===== src/rtl/config_cfg.svh =====
/*
 * Board configuration constants for the ADC/DAC front end
 * Converter widths, GPIO width, parameter count and gain format
 */
`ifndef CONFIG_CFG_SVH
`define CONFIG_CFG_SVH

// Host interface
`define GPIO_WIDTH 32
`define LED_WIDTH 8
`define NUM_PARAMS 16

// Converters
`define ADC_WIDTH 12
`define DAC_WIDTH 14

`define SCALE_SHIFT 12 // Gain is Q4.12

`endif


===== src/rtl/config_pkg.sv =====
/*
 * Shared types for the configuration loader and sample scaler
 */
`default_nettype none

`include "config_cfg.svh"

package config_pkg;

	typedef logic [`GPIO_WIDTH-1:0] gpio_word_t;
	typedef logic [$clog2(`NUM_PARAMS)-1:0] param_idx_t;
	typedef logic signed [`ADC_WIDTH-1:0] adc_sample_t;
	typedef logic signed [`DAC_WIDTH-1:0] dac_code_t;
	typedef logic [`LED_WIDTH-1:0] led_word_t;

	// word_0 sits in the low 32 bits, so word_k matches index k of a packed array
	typedef struct packed {
		gpio_word_t word_15;
		gpio_word_t word_14;
		gpio_word_t word_13;
		gpio_word_t word_12;
		gpio_word_t word_11;
		gpio_word_t word_10;
		gpio_word_t word_9;
		gpio_word_t word_8;
		gpio_word_t word_7;
		gpio_word_t word_6;
		gpio_word_t word_5;
		gpio_word_t word_4;
		gpio_word_t word_3;
		gpio_word_t word_2;
		gpio_word_t word_1;
		gpio_word_t word_0;
	} param_bank_t;

	typedef enum logic [4:0] {
		stopped = 5'd0,
		load_0 = 5'd1, load_1 = 5'd2, load_2 = 5'd3, load_3 = 5'd4,
		load_4 = 5'd5, load_5 = 5'd6, load_6 = 5'd7, load_7 = 5'd8,
		load_8 = 5'd9, load_9 = 5'd10, load_10 = 5'd11, load_11 = 5'd12,
		load_12 = 5'd13, load_13 = 5'd14, load_14 = 5'd15, load_15 = 5'd16,
		done = 5'd17
	} load_state_t;

endpackage

`default_nettype wire


===== src/rtl/adc_scaler.sv =====
/*
 * ADC to DAC sample scaler
 * Gain, offset, invert and saturation in a two-stage pipeline
 */
`timescale 1ns/1ps
`default_nettype none

`include "config_cfg.svh"

module adc_scaler (
	input  logic                    ADC_CLK,
	input  logic                    rst_n,
	input  logic                    cfg_done,
	input  config_pkg::param_bank_t params,
	input  config_pkg::adc_sample_t adc_in,
	output config_pkg::dac_code_t   dac_out
);

	localparam int GAIN_W = 16;
	localparam int PROD_W = `ADC_WIDTH + GAIN_W;
	localparam int SUM_W  = PROD_W + 1;
	localparam logic signed [SUM_W-1:0] DAC_MAX = (1 <<< (`DAC_WIDTH - 1)) - 1;
	localparam logic signed [SUM_W-1:0] DAC_MIN = -(1 <<< (`DAC_WIDTH - 1));

	logic signed [GAIN_W-1:0]     gain;
	logic signed [`DAC_WIDTH-1:0] offset;
	logic                         invert;
	logic signed [PROD_W-1:0]     prod_q;
	logic signed [PROD_W-1:0]     shifted;
	logic signed [SUM_W-1:0]      sum;
	logic signed [SUM_W-1:0]      signed_sum;
	config_pkg::dac_code_t        sat;

	assign gain   = params.word_0[GAIN_W-1:0];
	assign offset = params.word_1[`DAC_WIDTH-1:0];
	assign invert = params.word_2[0];

	// Stage 1
	always_ff @(posedge ADC_CLK)
	begin
		prod_q <= adc_in * gain;
	end

	always_comb
	begin
		shifted    = prod_q >>> `SCALE_SHIFT;
		sum        = shifted + offset;
		signed_sum = invert ? -sum : sum;
		if (signed_sum > DAC_MAX)
			sat = {1'b0, {(`DAC_WIDTH - 1){1'b1}}};
		else if (signed_sum < DAC_MIN)
			sat = {1'b1, {(`DAC_WIDTH - 1){1'b0}}};
		else
			sat = signed_sum[`DAC_WIDTH-1:0];
	end

	// Stage 2, output held at zero until the bank is complete
	always_ff @(posedge ADC_CLK)
	begin
		if (!rst_n || !cfg_done)
			dac_out <= '0;
		else
			dac_out <= sat;
	end

endmodule

`default_nettype wire


===== src/rtl/config_top.sv =====
/*
 * Configuration front end top level
 * GPIO synchronizer, loader FSM, parameter bank and sample scaler
 */
`timescale 1ns/1ps
`default_nettype none

`include "config_cfg.svh"

module config_top (
	input  logic                    ADC_CLK,
	input  logic                    rst_n,
	input  config_pkg::gpio_word_t  GPIO_0,
	input  config_pkg::gpio_word_t  GPIO_1,
	input  config_pkg::adc_sample_t adc_in,
	output config_pkg::led_word_t   led_out,
	output config_pkg::param_bank_t params,
	output logic                    cfg_done,
	output config_pkg::dac_code_t   dac_out
);

	logic                   session_en;
	logic                   tick;
	logic                   wr_en;
	config_pkg::param_idx_t wr_idx;
	logic                   clear;

	gpio_sync u_gpio_sync (
		.ADC_CLK    (ADC_CLK),
		.rst_n      (rst_n),
		.gpio_ctl   (GPIO_0[`GPIO_WIDTH-1:`GPIO_WIDTH-2]), // Enable and tick bits
		.session_en (session_en),
		.tick       (tick)
	);

	configer u_configer (
		.ADC_CLK    (ADC_CLK),
		.rst_n      (rst_n),
		.session_en (session_en),
		.tick       (tick),
		.wr_en      (wr_en),
		.wr_idx     (wr_idx),
		.clear      (clear),
		.cfg_done   (cfg_done),
		.led_out    (led_out)
	);

	param_bank u_param_bank (
		.ADC_CLK (ADC_CLK),
		.rst_n   (rst_n),
		.wr_en   (wr_en),
		.wr_idx  (wr_idx),
		.clear   (clear),
		.wr_data (GPIO_1),
		.params  (params)
	);

	adc_scaler u_adc_scaler (
		.ADC_CLK  (ADC_CLK),
		.rst_n    (rst_n),
		.cfg_done (cfg_done),
		.params   (params),
		.adc_in   (adc_in),
		.dac_out  (dac_out)
	);

endmodule

`default_nettype wire


===== src/rtl/configer.sv =====
/*
 * Parameter loader FSM
 * Steps through the 16 word loads on each tick and shows its state on the LEDs
 */
`timescale 1ns/1ps
`default_nettype none

module configer (
	input  logic                   ADC_CLK,
	input  logic                   rst_n,
	input  logic                   session_en,
	input  logic                   tick,
	output logic                   wr_en,
	output config_pkg::param_idx_t wr_idx,
	output logic                   clear,
	output logic                   cfg_done,
	output config_pkg::led_word_t  led_out
);

	config_pkg::load_state_t state;
	config_pkg::load_state_t next_state;
	logic                    wr_next;

	always_comb
	begin
		next_state = state;
		wr_next    = 1'b0;
		if (tick)
		begin
			case (state)
				config_pkg::done:
					next_state = config_pkg::done; // Extra ticks ignored
				config_pkg::load_15:
					next_state = config_pkg::done; // Last tick closes the session
				default:
				begin
					// stopped and load_0..load_14 each load one word
					next_state = config_pkg::load_state_t'(state + 5'd1);
					wr_next    = 1'b1;
				end
			endcase
		end
	end

	always_ff @(posedge ADC_CLK)
	begin
		if (!rst_n)
		begin
			state  <= config_pkg::stopped;
			wr_en  <= 1'b0;
			wr_idx <= '0;
			clear  <= 1'b0;
		end
		else
		begin
			clear <= ~session_en;
			if (!session_en)
			begin
				state <= config_pkg::stopped;
				wr_en <= 1'b0;
			end
			else
			begin
				state <= next_state;
				wr_en <= wr_next;
			end
			// State code k+1 means word k is loaded, so low bits give the next index
			wr_idx <= state[3:0];
		end
	end

	assign cfg_done = (state == config_pkg::done);
	assign led_out  = config_pkg::led_word_t'(state);

endmodule

`default_nettype wire


===== src/rtl/gpio_sync.sv =====
/*
 * GPIO control synchronizer
 * Brings the session enable and tick bits into ADC_CLK, tick becomes a pulse
 */
`timescale 1ns/1ps
`default_nettype none

module gpio_sync (
	input  logic       ADC_CLK,
	input  logic       rst_n,
	input  logic [1:0] gpio_ctl, // [1] session enable, [0] tick strobe
	output logic       session_en,
	output logic       tick
);

	logic [1:0] en_sync;
	logic [1:0] tick_sync;
	logic       tick_dly;

	always_ff @(posedge ADC_CLK)
	begin
		if (!rst_n)
		begin
			en_sync   <= 2'b00;
			tick_sync <= 2'b00;
			tick_dly  <= 1'b0;
			tick      <= 1'b0;
		end
		else
		begin
			en_sync   <= {en_sync[0], gpio_ctl[1]};
			tick_sync <= {tick_sync[0], gpio_ctl[0]};
			tick_dly  <= tick_sync[1];
			// Rising edge only, and never outside a session
			tick      <= tick_sync[1] & ~tick_dly & en_sync[1];
		end
	end

	assign session_en = en_sync[1];

endmodule

`default_nettype wire


===== src/rtl/param_bank.sv =====
/*
 * Parameter register file
 * Sixteen 32-bit words, written one at a time, cleared together
 */
`timescale 1ns/1ps
`default_nettype none

`include "config_cfg.svh"

module param_bank (
	input  logic                    ADC_CLK,
	input  logic                    rst_n,
	input  logic                    wr_en,
	input  config_pkg::param_idx_t  wr_idx,
	input  logic                    clear,
	input  config_pkg::gpio_word_t  wr_data,
	output config_pkg::param_bank_t params
);

	config_pkg::gpio_word_t [`NUM_PARAMS-1:0] words;

	always_ff @(posedge ADC_CLK)
	begin
		if (!rst_n || clear)
		begin
			words <= '0;
		end
		else if (wr_en)
		begin
			words[wr_idx] <= wr_data;
		end
	end

	// Same layout as the struct, word_0 in the low bits
	assign params = words;

endmodule

`default_nettype wire

===== config.mk =====
export PLATFORM = sky130hd
export DESIGN_NAME = config_top
export DESIGN_NICKNAME = d
export VERILOG_FILES = /design/src/rtl/config_pkg.sv /design/src/rtl/adc_scaler.sv /design/src/rtl/config_top.sv /design/src/rtl/configer.sv /design/src/rtl/gpio_sync.sv /design/src/rtl/param_bank.sv
export VERILOG_INCLUDE_DIRS = /design/src /design/src/rtl
export SDC_FILE = /design/constraint.sdc
export NUM_CORES = 2
export LEC_CHECK = 0
export ABC_AREA = 1
export BUFFER_PORTS_ARGS = -buffer_cell sky130_fd_sc_hd__buf_2
export CAP_MARGIN = 25
export CELL_PAD_IN_SITES_DETAIL_PLACEMENT = 1
export CELL_PAD_IN_SITES_GLOBAL_PLACEMENT = 1
export CORE_UTILIZATION = 30
export CTS_CLUSTER_SIZE = 8
export DETAILED_ROUTE_END_ITERATION = 8
export PLACE_DENSITY = 0.7
export SYNTH_ARGS = -nofsm -noshare
export SYNTH_HDL_FRONTEND = slang
export SYNTH_SLANG_ARGS = --single-unit

===== constraint.sdc =====
create_clock -name ADC_CLK -period 14.02 [get_ports ADC_CLK]
set_input_delay 1.402 -clock ADC_CLK [delete_from_list [all_inputs] [get_ports ADC_CLK]]
set_output_delay 1.402 -clock ADC_CLK [all_outputs]
set_load 0.05 [all_outputs]

After elaboration in Yosys (flattened, before gate mapping)
Index checks and enable logic that the tools add are counted.
{"block": "word_totals", "elab_cells": 58, "reg_bits": 571, "out_inout_bits": 535, "in_bits": 78}
{"block": "op_classes", "n_lt_le_gt_ge": 4, "mux": 8, "n_reduce_logical": 9, "bitwise_logic": 4, "add_sub_neg": 3, "n_eq_ne": 2, "n_mul": 1}
{"op": "bitwise mux 512 bit", "n": 1}
{"op": "demux 32 bit (select 4 bit)", "n": 1}
{"op": "2-to-1 mux 32 bit", "n": 1}
{"op": "> comparator 29 x 14 -> 1 bit, second input constant", "n": 1}
{"op": "< comparator 29 x 14 -> 1 bit, second input constant", "n": 1}
{"op": "2-to-1 mux 29 bit", "n": 1}
{"op": "negation 29 bit", "n": 1}
{"op": "multiplier 12 x 16 -> 28 bit", "n": 1}
{"op": "adder 16 x 14 -> 17 bit", "n": 1}
{"op": "2-to-1 mux 14 bit", "n": 1}
{"op": "2-to-1 mux 13 bit", "n": 1}
{"op": "equality test 5 bit, second input constant", "n": 2}
{"op": "adder 5 x 1 -> 5 bit, second input constant", "n": 1}
{"op": "< comparator 4 x 5 -> 1 bit, second input constant", "n": 1}
{"op": "2-to-1 mux 5 bit", "n": 1}
{"op": ">= comparator 4 x 1 -> 1 bit, second input constant", "n": 1}
{"op": "OR reduction 2 bit", "n": 2}
{"op": "AND reduction 3 bit", "n": 1}
{"op": "bitwise AND 1 bit", "n": 2}
{"op": "logical NOT 1 bit", "n": 2}
{"op": "logical OR 1 bit", "n": 2}
{"op": "NOT 1 bit", "n": 2}
{"op": "AND reduction 2 bit", "n": 1}
{"op": "logical AND 1 bit", "n": 1}
{"op": "2-to-1 mux 1 bit", "n": 1}

Depth between registers and ports, before layout
{"block": "depth", "depth_word": 6, "depth_mapped": 25, "depth_no_buf": 23}

Modules after synthesis
Synthesis repeated with hierarchy kept, for this count alone.
{"block": "unflattened", "hier_cells": 4237, "hier_area_um2": 29513.3}
{"mod": "param_bank", "area_per_inst_um2": 19506.2, "seq_area_each_um2": 10249.8, "n_inst": 1, "cells_per_inst": 2890}
{"mod": "adc_scaler", "area_per_inst_um2": 9335.2, "seq_area_each_um2": 600.6, "n_inst": 1, "cells_per_inst": 1260}
{"mod": "configer", "area_per_inst_um2": 498.0, "seq_area_each_um2": 220.2, "n_inst": 1, "cells_per_inst": 68}
{"mod": "gpio_sync", "area_per_inst_um2": 173.9, "seq_area_each_um2": 120.1, "n_inst": 1, "cells_per_inst": 19}

Worst setup path before layout
No wires, ideal clock.
{"block": "synth_timing", "path_kind": "input -> register", "start": "in adc_in[8]", "end": "reg u_adc_scaler.prod_q[25]", "path_slack_ns": 7.848, "arrival_ns": 6.045, "path_stages": 18, "path_cell_list": "clkbuf_1 -> clkbuf_1 -> nand2_1 -> fa_1 -> inv_1 -> fa_1 -> fa_1 -> fa_1 -> inv_1 -> fa_1 -> inv_1 -> ha_1 -> a21oi_1 -> a21boi_0 -> o21bai_1 -> a21oi_1 -> o21ai_0 -> xor2_1"}
{"block": "synth_between", "elab_chain_cells": 1}
{"item": "start, declared", "line": "config_top.sv:15", "source": "input config_pkg::adc_sample_t adc_in,"}
{"item": "multiplier 12 x 16 -> 28 bit", "line": "adc_scaler.sv:41", "source": "prod_q <= adc_in * gain;"}
{"item": "end signal, assigned", "line": "adc_scaler.sv:41"}
{"item": "end, declared", "line": "adc_scaler.sv:28", "source": "logic signed [PROD_W-1:0] prod_q;"}
No other way between the ends.
A chain may end at the register's enable or synchronous reset.

Worst setup path in the final report
{"block": "layout_timing", "start": "in adc_in[0]", "end": "reg u_adc_scaler.prod_q[26]"}
The elaborated chain is that of the path after synthesis.

==> key figures <==
Synthesis
  • Yosys reg bits: approximately 560
  • Adder-Cell Fraction of Synth Area: 16.1%
  • Yosys cell types: 44
  • Leading post-synthesis cells by cell area: dfxtp_1, nand2_1, fa_1
  • Post-Syn Instances: between 3000 and 4000
  • Post-synthesis simple-gate area fraction: between 20% and 30%
  • Largest family of logic cells by synthesized area: simple AND/OR/NAND/NOR gates
  • EDFF count, synth: 0
  • Share of flip-flops with an asynchronous set or reset: 0%
  • Ys Warns: 0
  • Sequential area share after synthesis: between 40 and 50%
  • Post-synth top area share: 40.1%
  • Mux cell area share after synthesis: 0%
  • Compound-Gate Fraction of Synth Area: a little over a tenth
  • Cell accounting for the most synthesized area: dfxtp_1
  • Ys flop type: dfxtp_1
  • Post-Syn Area: between 20000 and 30000 um2
  • Avg Cell Area, Syn: around 7.6 um2
  • XOR/XNOR share of the synthesized area: under 10%

Clocking
  • CTS Buf Count: between 80 and 90
  • CTS max path bufs: 3
  • Worst-skew pair later-pin latency: around 0.66 ns
  • CTS tree: built
  • Root buf cell: clkbuf_16
  • CTS Sinks: 559
  • Post-CTS Hold Buffers: 0
  • Post-CTS Resized: 0
  • H-tree levels: 3
  • CTS clk-pin slew, worst paths: about 0.050 ns
  • Post-CTS Setup Repair Bufs: 0

Global route
  • First-pass GRT wire length: around 170000 um
  • GRT Total Usage: between 20% and 30%
  • Aggregate global routing overflow: 0
  • Initial antenna violation count: 7
  • Largest net degree at the start of global routing: approximately 180
  • Vias in the first global route: roughly 26000

Cells and area
  • Area Overhead vs Synth: 22.2%
  • Non-Filler Instances: about 5400
  • Commonest cells after routing, fill and taps aside: nand2_1, buf_2, dfxtp_1
  • Final nets: between 4000 and 5000
  • Most common cell after layout, fill and taps aside: nand2_1
  • Final Instance Area: roughly 34000 um2
  • Layout cells sized above 1: between 10% and 20%

Worst setup path
  • R2r worst-path depth: 20
  • Reg-to-reg slack, setup: 8.34 ns
  • Worst path required time: around 15 ns
  • Worst Setup End Kind: register
  • Crit Path Max Fanout: 15
  • Worst Path Arrival: between 6 and 7 ns
  • Crit path kind: primary input to register
  • CP startpoint kind: primary input

STA
  • Slew Viols, Final: 0
  • Tightest Pin Transition: 1.02 ns
  • Rel. slew slack: 32.2%
  • Final setup viols: 0
  • Sum Neg Setup Slack: 0 ns
  • Final hold vios: 0
  • Minimum clock period: about 6.1 ns
  • Final cycle utilization of the critical path: between 40% and 50%
  • Final Skew: 0.0234 ns
  • RSZ-0062 raised after global routing: false
  • F_max: 165 MHz

Drt
  • Avg WL per Cell: between 20 and 25 um
  • DR vias/cell: approximately 4.9
  • DRT iter0 DRCs: between 1500 and 2000
  • DRC: 0
  • ANT nets after route: 0
  • Via count: around 26000
  • Drt total wl: 116000 um
  • DRT Pass-1 Iters: 7

Die
  • Die height: approximately 310 um
  • I/O pin count: between 600 and 700
  • Site Rows: about 110
  • Core area: 91900 um2
  • Initial Utilization: between 30% and 40%
  • Die area: about 94000 um2
  • Die width: a little over 300 um

Run
  • Max Cap Viol: 0

Power and ir drop
  • Leakage: 0.0152 uW
  • Maximum vdd drop: a little over 0.08 mV
  • Cell Pwr Density: roughly 110 nW/um2

Hold path
  • Worst hold path type: register to register
  • Hold path depth: 1

Placed design
  • Detail Placement HPWL: 80900 um
  • I/O Buffers: 579
  • Placed Instances: 5268
  • Placer Congestion: about 0.83
  • Placed Area: about 32000 um2

Status
  • Status: completed
-- per-stage QoR --
stage	setup WS (ns)	util [%]	total power [uW]	hold WS, ns
after floorplan	7.85	-	1730	0.373
after global placement	7.33	34.4	1790	0.381
after detailed placement	7.27	34.4	1800	0.382
after CTS	7.95	37.0	3690	0.389
after global routing	7.49	37.1	3760	0.411
final	7.96	37.1	3660	0.386
-- path summary, 6_finish.rpt --
check                                                  endpoint                                  from
worst min register to register      u_gpio_sync.tick$_SDFF_PN0_       u_gpio_sync.tick_dly$_SDFF_PN0_
worst max register to register  u_adc_scaler.prod_q[26]$_DFF_P_  u_param_bank.params[15]$_SDFFE_PP0P_
worst max-delay path            u_adc_scaler.prod_q[26]$_DFF_P_                             adc_in[0]
worst min-delay path                u_gpio_sync.tick$_SDFF_PN0_       u_gpio_sync.tick_dly$_SDFF_PN0_
-- kinds of logic after synthesis --
logic type	Yosys count
flops	559
other cells	1
compound gates	581
fa+ha+maj	253
buf+inv	678
simple gates	1577
xor+xnor	37
-- routing by layer --
layer  GRT usage, %  part of all wire [%]  up-vias
li1               -                     -    12200
met1           30.9                    43    12900
met2           38.8                    46      783
met3           5.06                   6.8      216
met4           10.7                   4.5        2
met5              0                 0.011        -
-- state kept, by name, indices dropped and copies added, names as in the netlist --
| signal | flops |
|---|---|
| u_adc_scaler.dac_out | 14 |
| u_adc_scaler.prod_q | 16 |
| u_configer.clear | 1 |
| u_configer.state | 5 |
| u_configer.wr_en | 1 |
| u_configer.wr_idx | 4 |
| u_gpio_sync.en_sync | 2 |
| u_gpio_sync.tick | 1 |
| u_gpio_sync.tick_dly | 1 |
| u_gpio_sync.tick_sync | 2 |
| u_param_bank.params | 512 |
-- worst max-delay path, cell delays in order --
cell and delay, ns:
buf_2 0.32, nand2_1 0.16, inv_1 0.16, fa_1 0.51, ha_1 0.50, inv_1 0.24, fa_1 0.57, inv_1 0.05
fa_1 0.47, inv_1 0.05, fa_1 0.53, inv_1 0.04, ha_1 0.38, nand2_1 0.13, nor4_1 0.29, nand4_1 0.14
nand3_1 0.18, nand3_1 0.10, nand2_1 0.11, a31oi_1 0.09, xor2_1 0.15
-- cell type report --
| class | count | area [um2] |
|---|---|---|
| diodes | 3 | 7.51 |
| clock buffers | 90 | 2170 |
| clock inverters | 11 | 216 |
| fillers | 11400 | 57900 |
| inverters | 403 | 1520 |
| multi-input cells | 2451 | 14200 |
| flip-flops and latches | 559 | 11200 |
| well taps | 1243 | 1560 |
| repair buffers | 614 | 3220 |
-- power breakdown --
group          switching (uW)  leakage (uW)  internal, uW
clock network             751       0.00116          1140
registers                2.82       0.00451          1600
logic                     136       0.00951          30.2
total                     890        0.0152          2770
-- synth_stat cells (all sizes together) (2+ instances only) --
library cell,instances
a21oi,540
and2,5
a21o,2
a211oi,7
fa,177
dfxtp,559
buf,9
nand2,1341
o21bai,2
inv,402
ha,76
nand3b,5
o21ai,20
nor3,5
nand4,70
xor2,25
a31oi,4
nor2,86
o211ai,2
clkbuf,266
xnor2,12
nand3,59
or2,2
and3,2
Note: power is estimated with default switching activity, not from simulation.
